$ cat src/verilog/dram_bridge_pkg.sv
//////////////////////////////
// shared definitions for the vcache DMA to DRAM channel bridge
// address field widths, packet structs and the controller FSM states
// modules pull this in with a wildcard import in their body
//////////////////////////////

package dram_bridge_pkg;

  // vcache DMA side
  localparam int NUM_CACHES = 4;
  localparam int CACHE_ID_W = 2;
  localparam int DATA_W     = 32;
  localparam int BURST_LEN  = 4;
  localparam int BURST_CNT_W = $clog2(BURST_LEN);

  // address fields, byte address of 14 bits
  localparam int BA_W = 2;
  localparam int BG_W = 1;
  localparam int RO_W = 6;
  localparam int CO_W = 3;
  localparam int BO_W = 2;
  localparam int ADDR_W = BA_W + BG_W + RO_W + CO_W + BO_W;

  // reset sequencing
  localparam int TAG_PROG_CYCLES = 16;
  localparam int RESET_DEPTH     = 3;

  typedef struct packed {
    logic              write_not_read;
    logic [ADDR_W-1:0] addr;
  } dma_pkt_s;

  // field order as the cache DMA produces it
  typedef struct packed {
    logic [BA_W-1:0] ba;
    logic [BG_W-1:0] bg;
    logic [RO_W-1:0] ro;
    logic [CO_W-1:0] co;
    logic [BO_W-1:0] bo;
  } cache_addr_s;

  // field order the channel expects
  typedef struct packed {
    logic [RO_W-1:0] ro;
    logic [BG_W-1:0] bg;
    logic [BA_W-1:0] ba;
    logic [CO_W-1:0] co;
    logic [BO_W-1:0] bo;
  } dram_addr_s;

  typedef struct packed {
    logic              write_not_read;
    dram_addr_s        addr;
    logic [DATA_W-1:0] data;
  } dram_req_s;

  typedef enum logic [1:0] {
    IDLE,
    WRITE_BURST,
    READ_BURST
  } ctrl_state_e;

endpackage

$ cat src/verilog/dma_arbiter.sv
//////////////////////////////
// round-robin choice among the vcache DMA request ports
// grants only while the channel controller is idle; the grant,
// the yumi pulse and the controller latch all happen in one cycle
//////////////////////////////

`timescale 1ns/100ps

module dma_arbiter (
  input  logic                                                         clk_i,
  input  logic                                                         core_rst_i,
  input  dram_bridge_pkg::dma_pkt_s [dram_bridge_pkg::NUM_CACHES-1:0]  dma_pkt_i,
  input  logic [dram_bridge_pkg::NUM_CACHES-1:0]                       dma_pkt_v_i,
  output logic [dram_bridge_pkg::NUM_CACHES-1:0]                       dma_pkt_yumi_o,
  input  logic                                                         busy_i,
  output logic                                                         req_v_o,
  output dram_bridge_pkg::dma_pkt_s                                    req_pkt_o,
  output logic [dram_bridge_pkg::CACHE_ID_W-1:0]                       req_id_o
);

  import dram_bridge_pkg::*;

  logic [CACHE_ID_W-1:0] ptr_r;
  logic                  active_r;
  logic [CACHE_ID_W-1:0] winner;
  logic                  found;

  // rotating priority search starting at the pointer
  always_comb begin
    found  = 1'b0;
    winner = ptr_r;
    for (int i = 0; i < NUM_CACHES; i++) begin
      logic [CACHE_ID_W-1:0] idx;
      idx = ptr_r + CACHE_ID_W'(i);
      if (!found && dma_pkt_v_i[idx]) begin
        found  = 1'b1;
        winner = idx;
      end
    end
  end

  assign req_v_o   = found && !busy_i && active_r;
  assign req_pkt_o = dma_pkt_i[winner];
  assign req_id_o  = winner;

  always_comb begin
    dma_pkt_yumi_o         = '0;
    dma_pkt_yumi_o[winner] = req_v_o;
  end

  //////////////////////////////
  // pointer and enable
  //////////////////////////////

  // next search begins just past the last winner
  always_ff @(posedge clk_i) begin
    if (core_rst_i) begin
      ptr_r    <= '0;
      active_r <= 1'b0;
    end else begin
      active_r <= 1'b1;
      if (req_v_o) begin
        ptr_r <= winner + 1'b1;
      end
    end
  end

endmodule

$ cat config.mk
export PLATFORM = sky130hd
export DESIGN_NAME = dma_arbiter
export DESIGN_NICKNAME = d
export VERILOG_FILES = /design/src/verilog/dram_bridge_pkg.sv /design/src/verilog/dma_arbiter.sv
export SDC_FILE = /design/constraint.sdc
export NUM_CORES = 1
export LEC_CHECK = 0
export BUFFER_PORTS_ARGS = -buffer_cell sky130_fd_sc_hd__buf_2
export CAP_MARGIN = 20
export CORE_AREA = 8 8 48 66
export DETAILED_ROUTE_END_ITERATION = 8
export DIE_AREA = 0 0 56 74
export PLACE_DENSITY_LB_ADDON = 0.25
export SLEW_MARGIN = 20
export SYNTH_ARGS = -nofsm -noshare
export SYNTH_HDL_FRONTEND = slang
export SYNTH_SLANG_ARGS = --single-unit
$ cat constraint.sdc
create_clock -name clk_i -period 3.8 [get_ports clk_i]
set_input_delay 0.19 -clock clk_i [delete_from_list [all_inputs] [get_ports clk_i]]
set_output_delay 0.19 -clock clk_i [all_outputs]
set_load 0.02 [all_outputs]
==> metrics.md <==
| Metric | Value |
|---|---|
| Status | `finished clean` |
| Die Y | `74 microns` |
| Cells on worst reg2reg path | `6` |
| Largest net degree at the start of global routing | `37` |
| RSZ-0062 raised after global routing | `no` |
| CTS tree | `yes` |
| Post-synthesis cell area | `734 sq um` |
| Share of the yosys chip area belonging to registers | `8.18%` |
| Vias per inst | `4.97` |
| Worst Hold Path EP | `ptr_r[1]` |
| Crit path launch type | `flop` |
| Initial Util | `32.5%` |
| Post-route clock period utilization | `57.6%` |
| PostCTS Resize Cnt | `0` |
| Worst-case clock buffer depth | `2` |
| Reg2reg setup slack | `2.08 ns` |
| Post-CTS Hold Fix Bufs | `0` |
| Die X | `56 microns` |
| Worst r2r dst | `ptr_r[1]` |
| First-pass DRT Iterations | `4` |
| GRT overflow | `0` |
| Post-DP HPWL | `2.30 mm` |
| CTS H-tree depth | `1` |
| Net count after synthesis | `150` |
| Max VDD drop | `0.112 mV` |
| Remaining antenna violation count | `0` |
| Antenna Cells | `0` |
| First-pass GRT wire length | `4.06 mm` |
| Leakage | `0.661 nW` |
| Area Growth Syn to Fin | `62.5%` |
| Drt wl/cell | `13.7 microns` |
| Final wirelength | `2.65 mm` |
| CTS clk-pin slew, worst paths | `0.04 ns` |
| Starting DRC count in detailed routing | `23` |
| Num CTS Buffers | `3` |
| Initial antenna violation count | `0` |
| Hold crit path type | `input port to flop` |
| Mapped Cells | `83` |
| Share of cells above drive strength 1 | `55.9%` |
| Fin crit period | `2.19 ns` |
| Cell depth of the worst hold path | `2` |
| Post-CTS setup buffer count | `0` |
| Critical Path RT | `3.61 ns` |
| Root Buffer | `clkbuf_4` |
| Worst Path Max Fanout | `36` |
| Pwr/cell area | `262 nW/um^2` |
| Nets@finish | `238` |
| Avg Synthesized Cell Area | `8.85 sq um` |
| Total Routing Usage GR | `11.4%` |
| Via count | `960` |
| Final Skew | `0.00614 ns` |
| Skew-Pair Late Insertion Delay | `0.24 ns` |
| Vias in the first global route | `1045` |
| Max cap viols | `0` |
| Worst hold slack | `0.133 ns` |
| Slew margin rel. | `59.1%` |
| Clock sink count | `3` |
| Yosys Warn Count | `0` |
| # IOs | `89` |
| Final Hold Viols | `0` |
| Pre-CTS WS | `1.84 ns` |
| Site row count | `21` |
| Fmax | `0.456 GHz` |
| Worst Setup End Kind | `primary output` |
| Hold Startpoint | `core_rst_i` |
| DRC Markers | `0` |
| Final GP Congestion | `0.778` |
| Port Buffers | `88` |
| Final count of negative-setup-slack endpoints | `0` |
| Worst-margin pin slew | `0.613 ns` |
| Distinct cells, synth | `21` |
| Critical path type | `flop to primary output` |
| Fin Setup TNS | `0 ns` |
| Final worst slack | `1.61 ns` |
| Pins Over Slew Limit | `0` |
| CP arrival | `2.00 ns` |
| Die Area | `4140 sq um` |
| Reg-to-reg startpoint | `ptr_r[1]` |
| Yosys reg bits | `3` |
| Core Box Area | `2260 sq um` |
-- critical path: stages (launching register included) --
cell,delay [ns]
dfxtp_1,0.37
inv_1,0.06
a21o_1,0.18
o21ai_4,0.13
buf_4,0.46
mux2i_1,0.27
mux2i_1,0.09
buf_2,0.18
-- worst max path at each step --
| stage | from | endpoint | slack (ns) | cells past startpoint |
|---|---|---|---|---|
| final | ptr_r[0] | req_pkt_o[13] | 1.61 | 7 |
| after global routing | ptr_r[1] | req_pkt_o[13] | 1.46 | 7 |
| after floorplan | ptr_r[1] | dma_pkt_yumi_o[0] | 1.95 | 6 |
| after detailed placement | ptr_r[1] | req_pkt_o[13] | 1.84 | 7 |
| after CTS | ptr_r[0] | req_pkt_o[13] | 1.58 | 7 |
| after global placement | ptr_r[0] | req_pkt_o[13] | 1.89 | 7 |
-- sequential cells by signal, indices dropped and copies added (netlist names) --
name / flops
ptr_r: 2
active_r: 1
-- cell usage after synthesis (all sizes together) --
cell type,number,area share [%]
nor2b,2,1.7
and3,1,0.85
dfxtp,3,8.2
inv,3,1.5
o21ai,5,3.4
a21oi,3,2.0
a211oi,1,1.0
mux2i,45,61
nor3b,2,2.7
nor2,3,1.5
or3,1,0.85
buf,6,7.5
and3b,1,1.2
a21o,1,1.0
xnor2,1,1.2
nand2,3,1.5
nor4,1,0.85
o221a,1,1.5
-- routing by layer --
layer | wire (microns) | track usage [%] | vias up
met3 | 369 | 7.85 | 2
met1 | 944 | 10.7 | 418
met5 | 0 | 0 | -
li1 | - | - | 481
met2 | 1320 | 19.9 | 59
met4 | 15 | 2.41 | 0
-- cell type report --
cell class	instances	area (sq um)
Clock buffer	4	26.3
Multi-Input combinational cell	71	619
Sequential cell	3	60.1
Tap cell	23	28.8
Timing Repair Buffer	89	448
Fill cell	228	1070
Inverter	3	11.3
-- kinds of logic (layout without fill, tap and decap cells) --
kind of cell              Yosys count  after routing  share of synthesized area, %
muxes                              45             45                          61.3
and+or+nand+nor                    14             14                          11.2
AOI/OAI and AO/OA                  11             11                          9.03
buffers and inverters               9             96                          9.03
DFF                                 3              3                          8.18
xor gates and xnor gates            1              1                          1.19
-- report_power, final --
| part | internal [W] | leakage [nW] | switching [W] | total [W] |
|---|---|---|---|---|
| clock network | 0.0000394 | 0.0150 | 0.0000172 | 0.0000566 |
| logic | 0.0000993 | 0.621 | 0.000120 | 0.000220 |
| registers | 0.0000339 | 0.0249 | 0.00000204 | 0.0000359 |
| total | 0.000173 | 0.661 | 0.000140 | 0.000312 |
-- cells in the final DEF, fill, tap and decap left out, types with 2 or more instances in the layout --
| cell | count |
|---|---|
| dfxtp_1 | 3 |
| a21oi_1 | 3 |
| mux2i_1 | 45 |
| inv_1 | 3 |
| o21ai_0 | 3 |
| nor2_1 | 3 |
| nand2_1 | 3 |
| buf_2 | 88 |
| nor2b_1 | 2 |
| clkbuf_4 | 3 |
-- through the flow --
stage	util [%]	std cells	cell area (sq um)	total power, W
6_report	52.8	193	1190	0.000312
4_1_cts	52.8	193	1190	0.000319
3_3_place_gp	51.7	189	1170	0.000255
3_5_place_dp	51.7	189	1170	0.000259
2_1_floorplan	-	83	734	0.000187
5_1_grt	52.8	193	1190	0.000338
No activity file was read; power rests on OpenSTA's default activity.
