**config.mk**
```make
export PLATFORM = sky130hd
export DESIGN_NAME = reset_sequencer
export DESIGN_NICKNAME = d
export VERILOG_FILES = /design/src/verilog/dram_bridge_pkg.sv /design/src/verilog/reset_sequencer.sv
export SDC_FILE = /design/constraint.sdc
export NUM_CORES = 1
export LEC_CHECK = 0
export BUFFER_PORTS_ARGS = -buffer_cell sky130_fd_sc_hd__buf_2
export CAP_MARGIN = 10
export CORE_AREA = 2 2 39 41
export DETAILED_ROUTE_END_ITERATION = 7
export DIE_AREA = 0 0 41 43
export MAX_ROUTING_LAYER = met4
export PLACE_DENSITY = 0.4
export RECOVER_POWER = 25
export SETUP_SLACK_MARGIN = 0.15
export SYNTH_ARGS = -nofsm -noshare
export SYNTH_HDL_FRONTEND = slang
export SYNTH_SLANG_ARGS = --single-unit
export TNS_END_PERCENT = 100
```
**constraint.sdc**
```tcl
create_clock -name clk_i -period 1.19 [get_ports clk_i]
set_input_delay 0.1785 -clock clk_i [delete_from_list [all_inputs] [get_ports clk_i]]
set_output_delay 0.1785 -clock clk_i [all_outputs]
set_load 0.01 [all_outputs]
```
**src/verilog/dram_bridge_pkg.sv**
```systemverilog
//////////////////////////////
// shared definitions for the vcache DMA to DRAM channel bridge
// address field widths, packet structs and the controller FSM states
// modules pull this in with a wildcard import in their body
//////////////////////////////

package dram_bridge_pkg;

  // vcache DMA side
  localparam int NUM_CACHES = 4;
  localparam int CACHE_ID_W = 2;
  localparam int DATA_W     = 32;
  localparam int BURST_LEN  = 4;
  localparam int BURST_CNT_W = $clog2(BURST_LEN);

  // address fields, byte address of 14 bits
  localparam int BA_W = 2;
  localparam int BG_W = 1;
  localparam int RO_W = 6;
  localparam int CO_W = 3;
  localparam int BO_W = 2;
  localparam int ADDR_W = BA_W + BG_W + RO_W + CO_W + BO_W;

  // reset sequencing
  localparam int TAG_PROG_CYCLES = 16;
  localparam int RESET_DEPTH     = 3;

  typedef struct packed {
    logic              write_not_read;
    logic [ADDR_W-1:0] addr;
  } dma_pkt_s;

  // field order as the cache DMA produces it
  typedef struct packed {
    logic [BA_W-1:0] ba;
    logic [BG_W-1:0] bg;
    logic [RO_W-1:0] ro;
    logic [CO_W-1:0] co;
    logic [BO_W-1:0] bo;
  } cache_addr_s;

  // field order the channel expects
  typedef struct packed {
    logic [RO_W-1:0] ro;
    logic [BG_W-1:0] bg;
    logic [BA_W-1:0] ba;
    logic [CO_W-1:0] co;
    logic [BO_W-1:0] bo;
  } dram_addr_s;

  typedef struct packed {
    logic              write_not_read;
    dram_addr_s        addr;
    logic [DATA_W-1:0] data;
  } dram_req_s;

  typedef enum logic [1:0] {
    IDLE,
    WRITE_BURST,
    READ_BURST
  } ctrl_state_e;

endpackage

```
**src/verilog/reset_sequencer.sv**
```systemverilog
//////////////////////////////
// tag programming phase followed by a staged core reset release
// tag_done_o rises a fixed number of cycles after rst_i falls,
// core_rst_o follows through a short flop chain
//////////////////////////////

`timescale 1ns/100ps

module reset_sequencer (
  input  logic clk_i,
  input  logic rst_i,
  output logic tag_done_o,
  output logic core_rst_o
);

  import dram_bridge_pkg::*;

  localparam int CNT_W = $clog2(TAG_PROG_CYCLES);

  logic [CNT_W-1:0]       tag_cnt_r;
  logic                   tag_done_r;
  logic [RESET_DEPTH-1:0] rst_chain_r;

  // models the tag master shifting out its programming
  always_ff @(posedge clk_i) begin
    if (rst_i) begin
      tag_cnt_r  <= '0;
      tag_done_r <= 1'b0;
    end else if (!tag_done_r) begin
      tag_cnt_r <= tag_cnt_r + 1'b1;
      if (tag_cnt_r == CNT_W'(TAG_PROG_CYCLES - 1)) begin
        tag_done_r <= 1'b1;
      end
    end
  end

  // core stays in reset until the inverted done flag clears the chain
  always_ff @(posedge clk_i) begin
    if (rst_i) begin
      rst_chain_r <= '1;
    end else begin
      rst_chain_r <= {rst_chain_r[RESET_DEPTH-2:0], ~tag_done_r};
    end
  end

  assign tag_done_o = tag_done_r;
  assign core_rst_o = rst_chain_r[RESET_DEPTH-1];

endmodule
```
==> results of run 1 <==
==> layout make-up <==
class | instances | area [sq um] | area share, %
Timing Repair Buffer | 3 | 15.01 | 4.494
Sequential cell | 8 | 163.9 | 49.06
Tap cell | 16 | 20.02 | 5.993
Multi-Input combinational cell | 16 | 112.6 | 33.71
Clock buffer | 3 | 22.52 | 6.742
==> synthesized netlist by cell type (all sizes together) <==
cell and number:
a31oi 1, xor2 2, or2 2, xnor2 1, nand4b 1, nand2b 1
nor2b 1, ha 1, mux2i 1, dfxtp 8, nor2 5
==> power groups by stage <==
stage | sequential, mW | clock, mW | combinational, mW
after global placement | 0.290 | 0 | 0.0224
final | 0.288 | 0.207 | 0.0247
after detailed placement | 0.291 | 0 | 0.0241
after global routing | 0.289 | 0.237 | 0.0280
after floorplan | 0.289 | 0 | 0.0167
after CTS | 0.285 | 0.214 | 0.0243
==> worst reg2reg max path, delay by kind of cell (launching register included) <==
family / cells / cell delay, ps
simple gates: 2 / 200
xor+xnor: 1 / 120
flops: 1 / 330
fa+ha+maj: 1 / 180
==> stage by stage <==
stage	power, mW	instance area (sq um)	hold slack (ps)	std cells	setup slack [ps]
after floorplan	0.3056	267.8	250.9	24	265.5
after global placement	0.3124	302.8	399.3	43	240.8
after detailed placement	0.3147	302.8	404.1	43	212.8
after CTS	0.5228	326.6	170.6	46	195.6
after global routing	0.5539	334.1	178.0	46	148.0
final	0.5200	334.1	173.9	46	191.1
==> state kept, by name, summed over array words and instances, names as in the netlist <==
| name | cells |
|---|---|
| tag_done_o | 1 |
| rst_chain_r | 3 |
| tag_cnt_r | 4 |
==> how the worst max path moves through the flow <==
stage,end,slack [ps],cells after the start
after floorplan,tag_cnt_r[2],270,4
after CTS,tag_done_o,200,1
after detailed placement,tag_cnt_r[2],210,4
after global routing,tag_done_o,150,1
after global placement,tag_cnt_r[2],240,4
final,tag_done_o,190,1
==> cells by family after synthesis <==
logic type                 after synthesis
and+or+nand+nor                         10
adders and majority gates                1
xor gates and xnor gates                 3
AOI/OAI and AO/OA                        1
DFF                                      8
muxes                                    1
==> layer usage <==
metal  global-route usage (%)  vias up  routed length, um
met2                    8.125        5                228
li1                         -       92                  -
met1                    9.772       81                210
met3                    6.283        4                 32
met5                        -        -                  0
met4                    10.00        0                 24
==> what timing repair did <==
item                                    CTS  global route
gates resized for setup                   1             4
endpoints found under the setup margin    1             1
pin swaps                                 0             0
==> results.json, run 1 <==
{
  "cp_slowest_stage_delay_ps": 410,
  "cts_htree_levels": 1,
  "cts_sinks": 8,
  "clkPwrFrac_pct": 39.9,
  "rrSetupSlack_ps": 240,
  "synth_top_area_share_pct": 59.81,
  "io_pins": 4,
  "hold_class": "primary input to flip-flop",
  "slowest_stage": "dfxtp_2",
  "combPwrFrac_pct": 4.8,
  "layout_common_cells": "nor2_1 (5), dfxtp_1 (5), clkbuf_4 (3), buf_2 (3), dfxtp_2 (3)",
  "fillers": 149,
  "synth-seq-cells": 8,
  "grt_pass1_vias": 171,
  "core_area_sq_um": 1384,
  "path_class": "flip-flop to output port",
  "grt_usage_pct": 8.574,
  "synth_top_family_by_area": "simple AND/OR/NAND/NOR gates",
  "fin_util_pct": 24.14,
  "cp-end-kind": "output port",
  "power.switching_uw": 113.0,
  "drtAntennaViolNets": 0,
  "hold_depth": 2,
  "viasPerCell": 3.957,
  "gr-total-overflow": 0,
  "post_synth_and_or_nand_nor_area_fraction_pct": 19.63,
  "cts_setup_buffers": 0,
  "tns_ps": 0,
  "synthMuxAreaShare_pct": 3.738,
  "cts_tree": "done",
  "areaGrowthSynthToFinish_pct": 24.77,
  "power_frac_seq_pct": 55.4,
  "tightestPinTransition_ps": 138.4,
  "power.internal_uw": 407.1,
  "clk_latency_ps": 250,
  "drt_first_pass_iters": 2,
  "synth.area.top_cells": "dfxtp_1 (60%), nor2_1 (7.0%), xor2_1 (6.5%), ha_1 (4.7%), or2_2 (4.7%)",
  "ctsLongestPathBuffers": 2,
  "ys_warn_count": 0,
  "yosys.area.top_type": "dfxtp_1",
  "rr_endpoint": "tag_cnt_r[2]",
  "die_y_um": 43,
  "num_antenna_cells": 0,
  "synth_xor_area_share_pct": 9.813,
  "synth_compound_area_share_pct": 2.336,
  "sw_frac_of_total_pct": 21.72,
  "path_cells": "buf_2",
  "route.detailed.drc": 0,
  "drive_above_1_share_pct": 43.33,
  "antenna_found_initial": 0,
  "hold_viol": 0,
  "cts_buffers": 3,
  "p_leak_nw": 0.1303,
  "rows": 14,
  "dieArea_sq_um": 1763,
  "initial_core_util_pct": 19.35,
  "grt_pass1_wl_um": 821,
  "grt_max_degree": 9,
  "cts.clk_slew.worst_paths_ps": 50,
  "synth_cells": 24,
  "layout.nets": 35,
  "skew_ps": 1.164,
  "synthDistinctLibCells": 11,
  "synth_nets": 27,
  "fin_crit_sh_pct": 83.94,
  "vias": 182,
  "cts-root-buf": "clkbuf_4",
  "holdBufCountCts": 0,
  "min_to": "tag_cnt_r[0]",
  "start_kind": "flip-flop",
  "crit_start": "tag_done_o",
  "critPathMaxFanout": 7,
  "maxCapViolations": 0,
  "r2r-start": "tag_cnt_r[0]",
  "drtIter0Drc": 1,
  "die_w_um": 41,
  "ff2ff_path_depth": 4,
  "drt_wl_total_um": 495,
  "syn_area_sq_um": 267.8,
  "critical_path_buf_inv_count": 1,
  "place.port_buffers": 3,
  "final.min_clock_period_ps": 998.9,
  "status": "finished clean",
  "crit_family": "flip-flops",
  "required_ps": 1010,
  "yosys.area_share.adder_pct": 4.673,
  "relSlewSlack_pct": 90.51,
  "ir_drop_uv": 379.0,
  "ys_seq_area_share_pct": 59.81,
  "hold_start": "rst_i",
  "rsz0062_at_grt": "true",
  "powerDensity_nw_per_um2": 1557,
  "setup-violations-final": 0,
  "place.gp.congestion": 0.5892,
  "wl_per_cell_um": 10.76,
  "max_freq_mhz": 1001,
  "timing.final.max_slew_violations": 0,
  "avgSynthCellArea_sq_um": 11.16,
  "crit_arrival_ps": 820
}
(Power assumes the default switching activity.)
==> inputs of run 2 (changes only) <==
- ABC_AREA: default -> 1
- PLACE_DENSITY: 0.4 -> 0.41
- clock period: 1.19 -> 1 ns (I/O delays scaled with it)
==> results.json, run 2 <==
{
  "cts.clk_slew.worst_paths_ps": 50,
  "io_pins": 4,
  "path_class": "flip-flop to output port",
  "drtAntennaViolNets": 0,
  "avgSynthCellArea_sq_um": 8.493,
  "synth_top_family_by_area": "simple AND/OR/NAND/NOR gates",
  "power.internal_uw": 485.9,
  "synth.area.top_cells": "dfxtp_1 (57%), nor2_1 (6.7%), a21oi_1 (5.4%), nand3_1 (5.4%), nand2_1 (5.4%)",
  "place_hpwl_um": 323.6,
  "holdBufCountCts": 0,
  "hold_class": "primary input to flip-flop",
  "cts_htree_levels": 1,
  "die_y_um": 43,
  "synthTopCellsByCount": "dfxtp_1 (8), nor2_1 (5), nand2_1 (4)",
  "route.detailed.drc": 0,
  "synth_nets": 36,
  "syn_area_sq_um": 280.3,
  "dr_wl_met3_um": 19,
  "clkPwrFrac_pct": 39.3,
  "final_area_sq_um": 389.1,
  "post_synth_and_or_nand_nor_area_fraction_pct": 25.89,
  "start_kind": "flip-flop",
  "p_leak_nw": 0.1581,
  "combPwrFrac_pct": 6.5,
  "vias": 216,
  "cts_sinks": 8,
  "setup-violations-final": 0,
  "crit_start": "tag_done_o",
  "cts_buffers": 3,
  "power.switching_uw": 141.8,
  "synth_top_area_share_pct": 57.14,
  "relSlewSlack_pct": 89.74,
  "drtIter0Drc": 0,
  "max_freq_mhz": 1138,
  "drt_first_pass_iters": 1,
  "hold_start": "rst_i",
  "die_w_um": 41,
  "post_dp_cell_area_sq_um": 315.3,
  "place.port_buffers": 3,
  "hold_viol": 0,
  "yosys.area.top_type": "dfxtp_1",
  "drive_above_1_share_pct": 40.00,
  "core_area_sq_um": 1384,
  "synth-seq-cells": 8,
  "synthMuxAreaShare_pct": 0,
  "regMostFlops": "tag_cnt_r",
  "status": "finished clean",
  "fillers": 150,
  "ys_seq_area_share_pct": 57.14,
  "grt_usage_pct": 7.032,
  "num_antenna_cells": 0,
  "synth_compound_area_share_pct": 7.143,
  "slowest_stage": "dfxtp_4",
  "largest_register_ffs": 4,
  "tns_ps": 0,
  "drt_wl_total_um": 494,
  "crit_arrival_ps": 730,
  "critical_path_buf_inv_count": 1,
  "sw_frac_of_total_pct": 22.59,
  "grt_pass1_wl_um": 717,
  "skew_ps": 2.085,
  "areaGrowthSynthToFinish_pct": 38.84,
  "tightestPinTransition_ps": 152.8,
  "rsz0062_at_grt": "true",
  "critPathMaxFanout": 4,
  "powerDensity_nw_per_um2": 1613,
  "maxCapViolations": 0,
  "rows": 14,
  "wl_met2_um": 220,
  "ctsLongestPathBuffers": 2,
  "required_ps": 850,
  "synth-edff-count": 0,
  "met1Wirelength_um": 250,
  "clk_latency_ps": 250,
  "fin_crit_sh_pct": 87.91,
  "cp_slowest_stage_delay_ps": 360,
  "cp-end-kind": "output port",
  "final.min_clock_period_ps": 879.1,
  "cts_tree": "done",
  "synth_xor_area_share_pct": 0,
  "layout.nets": 45,
  "cts-root-buf": "clkbuf_4",
  "viasPerCell": 3.857,
  "path_cells": "buf_6",
  "synthDistinctLibCells": 12,
  "routed.top_layer": "met4",
  "ys.flop_type": "dfxtp_1",
  "yosysMostFrequentCell": "dfxtp_1",
  "synth_cells": 33,
  "grt_max_degree": 6,
  "initial_core_util_pct": 20.25,
  "dieArea_sq_um": 1763,
  "ir_drop_uv": 415.4,
  "synth-async-reset-ratio_pct": 0,
  "place.gp.congestion": 0.7248,
  "yosys.area_share.adder_pct": 4.464,
  "grt_pass1_vias": 189,
  "power_frac_seq_pct": 54.2,
  "antenna_found_initial": 0,
  "timing.final.max_slew_violations": 0,
  "gr-total-overflow": 0,
  "r2r-start": "tag_done_o",
  "ys_warn_count": 0,
  "layout_common_cells": "nor2_1 (5), dfxtp_1 (5), nand2_1 (4)",
  "crit_family": "flip-flops",
  "wl_per_cell_um": 8.821
}
-- run 2: changes by cell type after synthesis, moves of 2 or more --
cell / previous run / this run
a21oi_1: 0 / 3
nand2_1: 0 / 4
xor2_1: 2 / 0
or2_2: 2 / 0
inv_1: 0 / 2
inv_2: 0 / 2
nand3_1: 0 / 3
or2_1: 0 / 2
-- run 2: kinds of logic after synthesis --
group | Yosys count
AOI/OAI and AO/OA | 4
DFF | 8
adders and majority gates | 1
buffers and inverters | 4
and+or+nand+nor | 16
-- run 2: metrics by stage --
step                util, %  instances  power (mW)  hold WS (ps)  setup slack (ps)
finish                28.12         56      0.6278         94.01             120.9
global route          28.12         56      0.6615         101.6             102.6
CTS                   26.76         56      0.6290         94.34             116.8
detailed placement    22.78         52      0.3753         375.8             132.8
global placement      22.78         52      0.3749         371.9             130.6
floorplan                 -         33      0.3654         219.1             163.5
-- run 2: final timing paths --
kind                            depth (start not counted)        endpoint  slack [ps]
worst max-delay path                                    1      tag_done_o         120
worst max register to register                          4    tag_cnt_r[0]         150
worst min register to register                          1  rst_chain_r[1]         400
worst min-delay path                                    2      tag_done_o          90
-- run 2: power by group through the flow --
| stage | registers, mW | logic (mW) | clock network [mW] |
|---|---|---|---|
| after floorplan | 0.343 | 0.0223 | 0 |
| after global placement | 0.345 | 0.0295 | 0 |
| after detailed placement | 0.345 | 0.0304 | 0 |
| after CTS | 0.341 | 0.0337 | 0.255 |
| after global routing | 0.342 | 0.0478 | 0.272 |
| final | 0.340 | 0.0407 | 0.247 |
-- run 2: layer usage --
metal  up-vias  track usage, %
li1        119               -
met5         -               -
met4         0           8.000
met2         4           8.438
met3         2           3.141
met1        91           7.516
-- run 2: layout make-up --
cell class,count,area (sq um),area share (%)
Clock buffer,3,22.52,5.788
Inverter,4,20.02,5.145
Multi-Input combinational cell,21,125.1,32.15
Sequential cell,8,168.9,43.41
Tap cell,16,20.02,5.145
Timing Repair Buffer,4,32.53,8.360
-- run 2: repair_timing --
item / in CTS / in global routing
pin swaps: 1 / 4
setup endpoints to repair: 3 / 6
gates resized for setup: 6 / 6
buffers inserted: 1 / 0
