File: src/verilog/dram_bridge_pkg.sv
//////////////////////////////
// shared definitions for the vcache DMA to DRAM channel bridge
// address field widths, packet structs and the controller FSM states
// modules pull this in with a wildcard import in their body
//////////////////////////////

package dram_bridge_pkg;

  // vcache DMA side
  localparam int NUM_CACHES = 4;
  localparam int CACHE_ID_W = 2;
  localparam int DATA_W     = 32;
  localparam int BURST_LEN  = 4;
  localparam int BURST_CNT_W = $clog2(BURST_LEN);

  // address fields, byte address of 14 bits
  localparam int BA_W = 2;
  localparam int BG_W = 1;
  localparam int RO_W = 6;
  localparam int CO_W = 3;
  localparam int BO_W = 2;
  localparam int ADDR_W = BA_W + BG_W + RO_W + CO_W + BO_W;

  // reset sequencing
  localparam int TAG_PROG_CYCLES = 16;
  localparam int RESET_DEPTH     = 3;

  typedef struct packed {
    logic              write_not_read;
    logic [ADDR_W-1:0] addr;
  } dma_pkt_s;

  // field order as the cache DMA produces it
  typedef struct packed {
    logic [BA_W-1:0] ba;
    logic [BG_W-1:0] bg;
    logic [RO_W-1:0] ro;
    logic [CO_W-1:0] co;
    logic [BO_W-1:0] bo;
  } cache_addr_s;

  // field order the channel expects
  typedef struct packed {
    logic [RO_W-1:0] ro;
    logic [BG_W-1:0] bg;
    logic [BA_W-1:0] ba;
    logic [CO_W-1:0] co;
    logic [BO_W-1:0] bo;
  } dram_addr_s;

  typedef struct packed {
    logic              write_not_read;
    dram_addr_s        addr;
    logic [DATA_W-1:0] data;
  } dram_req_s;

  typedef enum logic [1:0] {
    IDLE,
    WRITE_BURST,
    READ_BURST
  } ctrl_state_e;

endpackage

File: src/verilog/dram_channel_ctrl.sv
//////////////////////////////
// burst engine between the granted vcache DMA port and the channel
// hashes cache order addresses to channel order on the way out and
// back again on read completion; read data pass a one-entry slot
//////////////////////////////

`timescale 1ns/100ps

module dram_channel_ctrl (
  input  logic                                                clk_i,
  input  logic                                                core_rst_i,
  input  logic                                                req_v_i,
  input  dram_bridge_pkg::dma_pkt_s                           req_pkt_i,
  input  logic [dram_bridge_pkg::CACHE_ID_W-1:0]              req_id_i,
  output logic                                                busy_o,
  input  logic [dram_bridge_pkg::NUM_CACHES-1:0]
               [dram_bridge_pkg::DATA_W-1:0]                  dma_data_i,
  input  logic [dram_bridge_pkg::NUM_CACHES-1:0]              dma_data_v_i,
  output logic [dram_bridge_pkg::NUM_CACHES-1:0]              dma_data_yumi_o,
  output logic [dram_bridge_pkg::DATA_W-1:0]                  dma_data_o,
  output logic [dram_bridge_pkg::NUM_CACHES-1:0]              dma_data_v_o,
  input  logic [dram_bridge_pkg::NUM_CACHES-1:0]              dma_data_ready_i,
  output logic                                                mem_req_v_o,
  output dram_bridge_pkg::dram_req_s                          mem_req_o,
  input  logic [dram_bridge_pkg::DATA_W-1:0]                  mem_rdata_i,
  input  logic                                                mem_rdata_v_i,
  input  dram_bridge_pkg::dram_addr_s                         mem_rdone_addr_i
);

  import dram_bridge_pkg::*;

  // cache order ba-bg-ro-co-bo to channel order ro-bg-ba-co-bo
  function automatic dram_addr_s hash_addr(cache_addr_s a);
    dram_addr_s d;
    d.ro = a.ro;
    d.bg = a.bg;
    d.ba = a.ba;
    d.co = a.co;
    d.bo = a.bo;
    return d;
  endfunction

  function automatic cache_addr_s unhash_addr(dram_addr_s d);
    cache_addr_s a;
    a.ba = d.ba;
    a.bg = d.bg;
    a.ro = d.ro;
    a.co = d.co;
    a.bo = d.bo;
    return a;
  endfunction

  ctrl_state_e             state_r;
  cache_addr_s             base_r;
  logic [CACHE_ID_W-1:0]   owner_r;
  logic [BURST_CNT_W-1:0]  word_cnt_r;
  logic                    issue_done_r;
  logic                    slot_v_r;
  logic                    slot_last_r;
  logic [DATA_W-1:0]       slot_data_r;
  cache_addr_s             word_addr;
  cache_addr_s             rdone_cache;
  logic                    wr_take;
  logic                    rd_issue;
  logic                    owner_ready;
  logic                    slot_pop;

  // column steps through the block, one word per beat
  always_comb begin
    word_addr    = base_r;
    word_addr.co = {base_r.co[CO_W-1:BURST_CNT_W], word_cnt_r};
    word_addr.bo = '0;
  end

  assign rdone_cache = unhash_addr(mem_rdone_addr_i);
  assign owner_ready = dma_data_ready_i[owner_r];
  assign slot_pop    = slot_v_r && owner_ready;
  assign wr_take     = (state_r == WRITE_BURST) && dma_data_v_i[owner_r];

  // a new read must land in a slot that is sure to be empty
  assign rd_issue = (state_r == READ_BURST) && !issue_done_r && !mem_rdata_v_i &&
                    (!slot_v_r || owner_ready);

  assign busy_o      = (state_r != IDLE);
  assign mem_req_v_o = wr_take || rd_issue;

  always_comb begin
    mem_req_o.write_not_read = (state_r == WRITE_BURST);
    mem_req_o.addr           = hash_addr(word_addr);
    mem_req_o.data           = dma_data_i[owner_r];
  end

  always_comb begin
    dma_data_yumi_o          = '0;
    dma_data_yumi_o[owner_r] = wr_take;
    dma_data_v_o             = '0;
    dma_data_v_o[owner_r]    = slot_v_r;
  end

  assign dma_data_o = slot_data_r;

  //////////////////////////////
  // burst FSM
  //////////////////////////////

  always_ff @(posedge clk_i) begin
    if (core_rst_i) begin
      state_r      <= IDLE;
      word_cnt_r   <= '0;
      issue_done_r <= 1'b0;
    end else begin
      case (state_r)
        IDLE: begin
          word_cnt_r   <= '0;
          issue_done_r <= 1'b0;
          if (req_v_i) begin
            state_r <= req_pkt_i.write_not_read ? WRITE_BURST : READ_BURST;
          end
        end
        WRITE_BURST: begin
          if (wr_take) begin
            word_cnt_r <= word_cnt_r + 1'b1;
            if (word_cnt_r == BURST_CNT_W'(BURST_LEN - 1)) begin
              state_r <= IDLE;
            end
          end
        end
        READ_BURST: begin
          if (rd_issue) begin
            word_cnt_r <= word_cnt_r + 1'b1;
            if (word_cnt_r == BURST_CNT_W'(BURST_LEN - 1)) begin
              issue_done_r <= 1'b1;
            end
          end
          // burst ends once the owner takes the last word
          if (slot_pop && slot_last_r) begin
            state_r <= IDLE;
          end
        end
        default: state_r <= IDLE;
      endcase
    end
  end

  // request and owner captured on acceptance
  always_ff @(posedge clk_i) begin
    if (state_r == IDLE && req_v_i) begin
      base_r  <= cache_addr_s'(req_pkt_i.addr);
      owner_r <= req_id_i;
    end
  end

  //////////////////////////////
  // read return slot
  //////////////////////////////

  always_ff @(posedge clk_i) begin
    if (core_rst_i) begin
      slot_v_r <= 1'b0;
    end else if (mem_rdata_v_i) begin
      slot_v_r <= 1'b1;
    end else if (slot_pop) begin
      slot_v_r <= 1'b0;
    end
  end

  always_ff @(posedge clk_i) begin
    if (mem_rdata_v_i) begin
      slot_data_r <= mem_rdata_i;
      slot_last_r <= (rdone_cache.co[BURST_CNT_W-1:0] == BURST_CNT_W'(BURST_LEN - 1));
    end
  end

endmodule

File: config.mk
export PLATFORM = sky130hd
export DESIGN_NAME = dram_channel_ctrl
export DESIGN_NICKNAME = d
export VERILOG_FILES = /design/src/verilog/dram_bridge_pkg.sv /design/src/verilog/dram_channel_ctrl.sv
export SDC_FILE = /design/constraint.sdc
export NUM_CORES = 1
export LEC_CHECK = 0
export ABC_AREA = 1
export BUFFER_PORTS_ARGS = -buffer_cell sky130_fd_sc_hd__buf_2
export CELL_PAD_IN_SITES_DETAIL_PLACEMENT = 2
export CELL_PAD_IN_SITES_GLOBAL_PLACEMENT = 2
export CORE_MARGIN = 5
export CORE_UTILIZATION = 17
export DETAILED_ROUTE_END_ITERATION = 10
export GPL_TIMING_DRIVEN = 0
export PLACE_DENSITY = 0.93
export SLEW_MARGIN = 10
export SYNTH_ARGS = -nofsm -noshare
export SYNTH_HDL_FRONTEND = slang
export SYNTH_SLANG_ARGS = --single-unit
File: constraint.sdc
create_clock -name clk_i -period 1.7 [get_ports clk_i]
set_input_delay 0.17 -clock clk_i [delete_from_list [all_inputs] [get_ports clk_i]]
set_output_delay 0.17 -clock clk_i [all_outputs]
set_load 0.01 [all_outputs]
==> results of run 1 <==
[state kept, by name (all words and copies together), names as in the netlist]
register / cells
state_r: 2
slot_v_r: 1
issue_done_r: 1
mem_req_o: 10
owner_r: 2
slot_last_r: 1
dma_data_o: 32
word_cnt_r: 2
[how the worst max path moves through the flow]
stage | from | endpoint | slack (ns)
after floorplan | owner_r[0]$_DFFE_PP_ | mem_req_o[0] | 0.30
after global placement | owner_r[0]$_DFFE_PP_ | mem_req_o[4] | -0.19
after detailed placement | owner_r[0]$_DFFE_PP_ | mem_req_o[22] | -0.25
after CTS | owner_r[0]$_DFFE_PP_ | mem_req_o[22] | -0.14
after global routing | owner_r[0]$_DFFE_PP_ | mem_req_o[4] | -0.24
final | owner_r[0]$_DFFE_PP_ | mem_req_o[4] | -0.14
[layout make-up]
| type | instances | area [um^2] |
|---|---|---|
| Clock buffer | 6 | 129 |
| Fill cell | 1898 | 10900 |
| Sequential cell | 51 | 1470 |
| Inverter | 21 | 78.8 |
| Buffer | 23 | 245 |
| Timing Repair Buffer | 290 | 1590 |
| Multi-Input combinational cell | 206 | 1350 |
| Tap cell | 216 | 270 |
| Clock inverter | 2 | 12.5 |
[what timing repair did]
action                     CTS  global route
pin swaps                    6            13
setup buffers                6             9
setup endpoints to repair   41            41
resized for setup           66            48
gates cloned                 0             2
hold buffers                 0             0
[stage by stage]
stage	std cells	util (%)	setup slack, ns	hold slack (ns)	cell area, um^2
4_1_cts	805	30.2	-0.137	0.0449	4840
3_3_place_gp	791	27.7	-0.189	0.347	4430
3_5_place_dp	791	27.7	-0.249	0.348	4430
2_1_floorplan	302	-	0.299	0.239	2790
6_report	815	32.2	-0.140	0.0547	5150
5_1_grt	815	32.2	-0.237	0.0386	5150
[cells in the mapped netlist, types with 3 or more instances]
master	instances
nand4_1	3
dfxtp_1	6
nor2_1	11
edfxtp_1	45
a22oi_1	31
buf_4	3
nand3_1	100
clkbuf_1	11
inv_1	19
nand2_2	6
a21oi_1	3
nand2_1	36
ha_1	5
buf_2	8
[power by group through the flow]
stage / registers (uW) / clock network, uW / logic, uW
3_5_place_dp: 1650 / 0 / 2270
5_1_grt: 1630 / 1060 / 3050
2_1_floorplan: 1700 / 0 / 1120
6_report: 1620 / 959 / 2800
4_1_cts: 1620 / 995 / 2550
3_3_place_gp: 1630 / 0 / 2220
[cells by family after synthesis]
kind of cell / count (synthesis) / share of synthesized area (%)
adder cells (fa/ha/maj): 5 / 2.25
buffers and inverters: 45 / 7.37
flip-flops: 51 / 52.8
AND/OR/NAND/NOR: 163 / 28.1
other: 1 / 0.135
AO/OA/AOI/OAI: 36 / 9.30
[per-layer routing]
metal,vias up,share of wire [%],GRT usage [%]
met2,206,52,28.4
met4,0,2.4,5.16
met1,1737,33,14.8
met3,24,13,6.31
li1,1685,-,-
met5,-,0,0
[worst max-delay path, delay by kind of cell (launching register included)]
| family | cells | cell delay [ns] |
|---|---|---|
| DFF | 1 | 0.41 |
| buffers and inverters | 4 | 0.57 |
| AOI/OAI and AO/OA | 1 | 0.22 |
| and+or+nand+nor | 2 | 0.18 |
==> results.toml, run 1 <==
[die]
ios = 292
initial_standard_cell_utilization_of_the_core_pct = 17.4
die_width_um = 138
placementRows = 46
die-area_um2 = 19000
dieHeight_um = 138
core_area_um2 = 16000

[routing]
sum_of_routed_wire_length_over_all_layers_mm = 16.3
avg_vias_per_cell = 4.48
initialDrtViolationCount = 66
routed-via-count = 3652
route.detailed.wl_per_inst_um = 19.9
detailedRoute.firstPassIterationCount = 4
drcViolationCount = 0
antenna_violating_nets_post_route = 0

[yosys]
synth_top_area_cell = "edfxtp_1"
synthTopCellsByArea = "edfxtp_1 (49%), nand3_1 (18%), a22oi_1 (8.4%), nand2_1 (4.9%), dfxtp_1 (4.3%)"
syn-cell-area_um2 = 2790
syn-instance-count = 301
asyncSetResetFlopFracSynth_pct = 0
number_of_enable_type_register_cells_in_the_synthesized_netlist = 45
synth-seq-area-share_pct = 52.8
synth_ff_type = "edfxtp_1"
synth.top_cell.area_share_pct = 48.5
ys_seq_elements = 51
synth_cell_type_count = 24
yosys_warnings = 0
postSynthAreaPerCell_um2 = 9.25

[critical_path]
crit_path_frequent_cell = "buf_6"
critical-path-slowest-cell = "edfxtp_1"
timing.setup.critical_path_class = "reg2out"
crit_path_end_kind = "primary output"
rrSetupSlack_ns = 0.06
critPathMaxFanout = 7
max_stage_delay_ns = 0.41
crit_arrival_ns = 1.67
worstRegToRegCells = 13
critPathLaunchType = "flop"
crit-reg2reg-capture = "word_cnt_r[0]$_SDFFE_PP0P_"
data_required_critical_path_ns = 1.53
crit_chain = "buf_6 > nor2_4 > buf_6 > buf_8 > a22oi_2 > nand3_2 > buf_6"
rr_startpoint = "owner_r[0]$_DFFE_PP_"

[global_route]
antenna_found_initial = 0
pin_count_of_the_biggest_net_entering_global_routing = 36
global_route_wire_length_before_repair_mm = 21.7
globalRouteOverflowTotal = 0
track_usage_pct = 15.1
via_count_of_the_first_global_routing_pass = 3846

[place]
total_of_buffers_placed_on_input_and_output_ports = 273
routabilityCongestion = 0.749
place.detailed.hpwl_mm = 13.2

[power_and_ir_drop]
power-per-cell-area_nw_per_um2 = 1050
power.switching_uw = 2070
intPower_uw = 3310
power.leakage_uw = 0.00254
combPwrFrac_pct = 52.1
maximum_vdd_drop_mv = 0.928
power.clock.fraction_pct = 17.8
share_seq_of_total_power_pct = 30.1
report.power.total_uw = 5380
power_switching_share_pct = 38.5

[cells_and_area]
drive_above_1_share_pct = 62.6
final_cell_mix = "buf_2 (264), nand3_1 (93), edfxtp_1 (45)"
num_antenna_cells = 0
final_common_cell = "buf_2"
area_delta_synth_final_pct = 84.8
finish.net_count = 806

[timing]
max_slew.worst_pin.slew_ns = 0.748
fmax_mhz = 544
timing.final.hold_violations = 0
unrepaired_setup_endpoints_after_global_routing = "yes"
totalNegativeSetupSlack_ns = -2.87
min_period_ns = 1.84
max_slew_violations = 0
period_share_pct = 108
setup_viol = 36
timing.final.ws_setup_ns = -0.140
max_slew_margin_pct = 50.2
final.setup_skew_ns = 0.000789

[cts]
maximum_clock_path_buffer_count = 2
clock-root-buffer = "clkbuf_16"
clock_sink_count = 51
cts_made_buffers = 5
cts.htree.levels = 2
clk_pin_slew_worst_paths_ns = 0.06
tritoncts = "built"
clock_insertion_delay_worst_skew_ns = 0.29

[worst_hold_path]
worstHoldStart = "mem_rdata_i[15]"
hold_path_end = "dma_data_o[15]$_DFFE_PP_"
hp-class = "in2reg"
timing.hold.worst_path_depth = 1

[job]
max_capacitance_violation_count = 0

[status]
violated_checks = "negative setup slack"
outcome = "finished with violations"
Power figures use the tool's default switching activity.
==> run 2: changes to the inputs <==
PLACE_DENSITY = not set   (was 0.93)
PLACE_DENSITY_LB_ADDON = 0.08   (was not set)
==> run 2 against run 1 <==
The flow still finishes with violations (negative setup slack). Via count fell by 1.9%. Sequential cell count did not move. Non-clock buffer count rose by 3. Sequential share of layout area fell by 0.13 points. Routed wire length fell by 3.4%. Register-to-register slack improved by 0.06 ns. Largest power group unchanged. Critical path depth did not move.
==> results.toml, run 2 (synthesis results as in run 1) <==
[cts]
clk_pin_slew_worst_paths_ns = 0.07
cts_made_buffers = 5
clock_sink_count = 51
clock-root-buffer = "clkbuf_16"
clock_insertion_delay_worst_skew_ns = 0.30
cts.htree.levels = 2
maximum_clock_path_buffer_count = 2
tritoncts = "built"

[cells_and_area]
instances_no_fill = 822
finish.net_count = 809
final_common_cell = "buf_2"
seqCellArea_um2 = 1470
drive_above_1_share_pct = 62.3
num-fill-cells = 1887
final_cell_mix = "buf_2 (263), nand3_1 (94), edfxtp_1 (45)"
multi_input_area_um2 = 1340
largest_reg_flops = 32
finish.instance_area_um2 = 5170
area_delta_synth_final_pct = 85.7

[global_route]
track_usage_pct = 15.3
antenna_found_initial = 7
global_route_wire_length_before_repair_mm = 22.2
pin_count_of_the_biggest_net_entering_global_routing = 36
globalRouteOverflowTotal = 0
via_count_of_the_first_global_routing_pass = 3937

[timing]
timing.final.ws_setup_ns = -0.110
final.setup_skew_ns = 0.0102
unrepaired_setup_endpoints_after_global_routing = "yes"
max_slew_margin_pct = 48.8
period_share_pct = 106
min_period_ns = 1.81
fmax_mhz = 552
setup_viol = 37
timing.final.hold_violations = 0
max_slew.worst_pin.slew_ns = 0.768
max_slew_violations = 0

[critical_path]
timing.setup.critical_path_class = "reg2out"
worst_setup_path_startpoint = "owner_r[0]$_DFFE_PP_"
critPathLaunchType = "flop"
crit_path_end_kind = "primary output"
rrSetupSlack_ns = 0.12
crit_path_end = "mem_req_o[23]"
crit-reg2reg-capture = "word_cnt_r[0]$_SDFFE_PP0P_"
crit_arrival_ns = 1.64
data_required_critical_path_ns = 1.53
worstRegToRegCells = 13
critPathMaxFanout = 10
rr_startpoint = "owner_r[0]$_DFFE_PP_"

[routing]
routed-via-count = 3583
route.detailed.wl_per_inst_um = 19.1
sum_of_routed_wire_length_over_all_layers_mm = 15.7
avg_vias_per_cell = 4.36
antenna_violating_nets_post_route = 0
drcViolationCount = 0
initialDrtViolationCount = 85
detailedRoute.firstPassIterationCount = 4

[power_and_ir_drop]
maximum_vdd_drop_mv = 0.773
power-per-cell-area_nw_per_um2 = 1050
report.power.total_uw = 5420
power.leakage_uw = 0.00256

[die]
die-area_um2 = 19000
initial_standard_cell_utilization_of_the_core_pct = 17.4
dieHeight_um = 138
ios = 292
placementRows = 46
die_width_um = 138
core_area_um2 = 16000

[place]
total_of_buffers_placed_on_input_and_output_ports = 273
dpl-instance-area_um2 = 4430
place.detailed.hpwl_mm = 12.8
placed_cells_incl_taps = 791
routabilityCongestion = 0.717

[worst_hold_path]
hp-class = "in2reg"
timing.hold.worst_path_depth = 1

[status]
violated_checks = "negative setup slack"
outcome = "finished with violations"

[job]
max_capacitance_violation_count = 0
[run 2: how the worst min path moves through the flow]
stage	start	end
floorplan	core_rst_i	issue_done_r$_SDFFE_PP0P_
global placement	mem_rdata_i[5]	dma_data_o[5]$_DFFE_PP_
detailed placement	mem_rdata_i[11]	dma_data_o[11]$_DFFE_PP_
CTS	mem_rdata_i[27]	dma_data_o[27]$_DFFE_PP_
global route	mem_rdata_i[23]	dma_data_o[23]$_DFFE_PP_
finish	mem_rdata_i[23]	dma_data_o[23]$_DFFE_PP_
[run 2: stage by stage]
step | setup WS, ns | setup TNS (ns) | util (%) | hold WS, ns
5_1_grt | -0.208 | -6.63 | 32.3 | 0.0286
3_3_place_gp | -0.204 | -3.89 | 27.7 | 0.347
4_1_cts | -0.138 | -3.10 | 31.2 | 0.0323
6_report | -0.110 | -2.65 | 32.3 | 0.0424
2_1_floorplan | 0.299 | 0 | - | 0.239
3_5_place_dp | -0.235 | -4.71 | 27.7 | 0.349
[run 2: repair_timing]
action | 4_1_cts | 5_1_grt
setup endpoints to repair | 41 | 45
hold buffers | 0 | 0
pin swaps | 10 | 9
gates resized for setup | 78 | 37
gates cloned | 3 | 0
setup buffers | 13 | 3
[run 2: critical path, cell delays in order (launching register included)]
cell,delay (ns)
edfxtp_1,0.45
buf_6,0.17
nor2_4,0.13
buf_6,0.14
buf_8,0.14
a22oi_1,0.09
nand3_1,0.08
buf_2,0.14
[run 2: final cells by class]
cell class,count,area share [%]
Antenna cell,4,0.194
Buffer,24,4.50
Tap cell,216,5.23
Sequential cell,51,28.5
Clock inverter,3,0.436
Inverter,21,1.57
Timing Repair Buffer,292,31.3
Clock buffer,5,2.42
Multi-Input combinational cell,206,25.9
[run 2: report_power, final]
part | switching [uW] | internal [uW] | leakage (uW) | total [uW]
logic | 1560 | 1250 | 0.00200 | 2810
clock network | 454 | 551 | 0.0000742 | 1010
registers | 60.9 | 1550 | 0.000486 | 1610
total | 2070 | 3350 | 0.00256 | 5420
[run 2: routing by layer]
metal	GRT usage, %	wire (um)
met5	0	52
met4	2.96	178
met3	6.31	1830
met2	29.9	8290
met1	14.9	5340
==> run 3: changes to the inputs <==
ABC_AREA = 0   (was 1)
CORE_UTILIZATION = 19   (was 17)
==> run 3 against run 2 <==
The run still ends with negative setup slack left. Sequential cell count stayed put. Synthesized area decreased by 3.7%. Via count fell by 27%. Setup slack got worse by 0.095 ns. Hold slack improved by 0.0030 ns. Clock-buffer cell count is 1 higher. Global-route usage shrank 0.92 points. Combinational power is 63% lower. Routed wire length is 21% lower. Clock skew decreased by 0.0060 ns. Register-to-register slack worse by 0.27 ns. Largest power group is now sequential cells.
==> results.toml, run 3 <==
[place]
routabilityCongestion = 0.742
total_of_buffers_placed_on_input_and_output_ports = 272
place.detailed.hpwl_mm = 10.9

[yosys]
portion_of_netlist_area_occupied_by_mux_cells_pct = 29.5
combinational_family_with_the_most_area_after_synthesis = "multiplexers"
synth.top_cell.area_share_pct = 50.4
synth_xor_xnor_area_share_pct = 0
asyncSetResetFlopFracSynth_pct = 0
synthSimpleGateAreaFrac_pct = 6.39
yosysMostFrequentCell = "edfxtp_1"
syn-cell-area_um2 = 2680
yosys_warnings = 0
synth_ff_type = "edfxtp_1"
synth_top_area_cell = "edfxtp_1"
number_of_enable_type_register_cells_in_the_synthesized_netlist = 45
synthTopCellsByArea = "edfxtp_1 (50%), mux4_2 (27%), dfxtp_1 (4.5%), mux2i_1 (2.6%), ha_1 (2.3%)"
post_synth_most_frequent_cells = "edfxtp_1 (45), mux4_2 (32), mux2i_1 (7), dfxtp_1 (6)"
synth_compound_area_share_pct = 3.40
synth-seq-area-share_pct = 54.9
ys_seq_elements = 51
syn-instance-count = 153
postSynthAreaPerCell_um2 = 17.5
post_synth_adder_cell_area_pct = 2.33
synth_cell_type_count = 33

[global_route]
pin_count_of_the_biggest_net_entering_global_routing = 35
global_route_wire_length_before_repair_mm = 18.2
track_usage_pct = 14.4
globalRouteOverflowTotal = 0
via_count_of_the_first_global_routing_pass = 3072
antenna_found_initial = 3

[cells_and_area]
finish.net_count = 648
final_common_cell = "buf_2"
area_delta_synth_final_pct = 73.4
num-fill-cells = 1533
drive_above_1_share_pct = 77.1
final_cell_mix = "buf_2 (267), edfxtp_1 (45), mux4_2 (32)"
largest_reg_flops = 32
final_core_utilization_pct = 33.5

[timing]
timing.final.hold_violations = 0
min_period_ns = 1.91
max_slew.worst_pin.slew_ns = 0.811
max_slew_margin_pct = 45.9
setup_viol = 35
period_share_pct = 112
fmax_mhz = 525
timing.final.ws_setup_ns = -0.206
final.setup_skew_ns = 0.00422
max_slew_violations = 0
unrepaired_setup_endpoints_after_global_routing = "yes"

[routing]
initialDrtViolationCount = 54
drcViolationCount = 0
avg_vias_per_cell = 4.18
routed-via-count = 2599
detailedRoute.firstPassIterationCount = 4
antenna_violating_nets_post_route = 0
sum_of_routed_wire_length_over_all_layers_mm = 12.4
route.detailed.wl_per_inst_um = 19.9

[cts]
clock-root-buffer = "clkbuf_16"
tritoncts = "built"
maximum_clock_path_buffer_count = 2
clock_sink_count = 51
clock_insertion_delay_worst_skew_ns = 0.29
clk_pin_slew_worst_paths_ns = 0.07
cts_made_buffers = 5
cts.htree.levels = 2

[die]
die-area_um2 = 16600
initial_standard_cell_utilization_of_the_core_pct = 19.3
placementRows = 43
core_area_um2 = 13900
ios = 292
die_width_um = 129
dieHeight_um = 129

[power_and_ir_drop]
power.leakage_uw = 0.00218
power-per-cell-area_nw_per_um2 = 765
maximum_vdd_drop_mv = 0.764
report.power.total_uw = 3560

[critical_path]
rr_startpoint = "owner_r[0]$_DFFE_PP_"
worstRegToRegCells = 7
worst_setup_path_startpoint = "owner_r[1]$_DFFE_PP_"
crit_path_end = "mem_req_v_o"
data_required_critical_path_ns = 1.53
critPathLaunchType = "flop"
timing.setup.critical_path_class = "reg2out"
critPathMaxFanout = 6
rrSetupSlack_ns = -0.15
crit_arrival_ns = 1.74
crit-reg2reg-capture = "word_cnt_r[0]$_SDFFE_PP0P_"
crit_path_end_kind = "primary output"

[status]
violated_checks = "negative setup slack"
outcome = "finished with violations"

[worst_hold_path]
hp-class = "in2reg"

[job]
max_capacitance_violation_count = 0
==> run 3: kinds of logic (layout without fill, tap and decap cells) <==
group | count (synthesis) | in the layout
multiplexers | 39 | 39
AO/OA/AOI/OAI | 11 | 11
buffers and inverters | 18 | 305
flip-flops | 51 | 51
AND/OR/NAND/NOR | 28 | 28
adder cells (fa/ha/maj) | 5 | 5
other | 1 | 3
==> run 3: through the flow <==
| step | instance area, um^2 | hold slack [ns] | worst slack [ns] | TNS (ns) | cells |
|---|---|---|---|---|---|
| 2_1_floorplan | 2690 | 0.269 | 0.189 | 0 | 154 |
| 3_3_place_gp | 4270 | 0.347 | -0.0866 | -1.18 | 606 |
| 3_5_place_dp | 4270 | 0.348 | -0.0949 | -1.25 | 606 |
| 4_1_cts | 4610 | 0.0344 | -0.220 | -4.66 | 619 |
| 5_1_grt | 4650 | 0.0275 | -0.276 | -6.30 | 622 |
| 6_report | 4650 | 0.0454 | -0.206 | -3.59 | 622 |
==> run 3: critical path: stages, from the launching register on <==
cell and delay (ns):
edfxtp_1 0.38, buf_6 0.15, mux2i_4 0.19, a221oi_4 0.35, nand2_1 0.09, o21ai_1 0.14, buf_2 0.15
==> run 3: how the worst min path moves through the flow <==
stage | slack [ns] | cells past startpoint | endpoint | start
finish | 0.05 | 1 | dma_data_o[7]$_DFFE_PP_ | mem_rdata_i[7]
global route | 0.03 | 1 | dma_data_o[31]$_DFFE_PP_ | mem_rdata_i[31]
CTS | 0.03 | 1 | dma_data_o[3]$_DFFE_PP_ | mem_rdata_i[3]
detailed placement | 0.35 | 1 | dma_data_o[11]$_DFFE_PP_ | mem_rdata_i[11]
global placement | 0.35 | 1 | dma_data_o[21]$_DFFE_PP_ | mem_rdata_i[21]
floorplan | 0.27 | 0 | dma_data_o[0]$_DFFE_PP_ | mem_rdata_i[0]
==> run 3: power breakdown <==
| group | internal [uW] | switching, uW | total (uW) |
|---|---|---|---|
| sequential | 1470 | 31.2 | 1500 |
| combinational | 570 | 471 | 1040 |
| clock | 552 | 460 | 1010 |
| total | 2600 | 962 | 3560 |
==> run 3: cell type report <==
type	count	area, um^2	area share [%]
Sequential cell	51	1470	31.6
Clock buffer	6	129	2.77
Antenna cell	1	2.50	0.0538
Buffer	12	138	2.96
Clock inverter	2	16.3	0.350
Tap cell	180	225	4.84
Multi-Input combinational cell	85	1180	25.3
Timing Repair Buffer	280	1470	31.7
Inverter	5	18.8	0.403
==> run 3: routing by layer <==
metal  vias up  GRT usage [%]  part of all wire, %
li1       1208              -                    -
met1      1226           14.3                   32
met2       150           28.1                   55
met3        11           5.89                   12
met4         4           2.22                 0.64
met5         -              0                 0.32
==> run 3: timing repair <==
item                                    CTS  global route
setup buffers                             4             3
hold buffers                              0             0
pin swaps                                 3             3
resized for setup                        34             9
gates cloned                              1             0
endpoints found under the setup margin   39            37
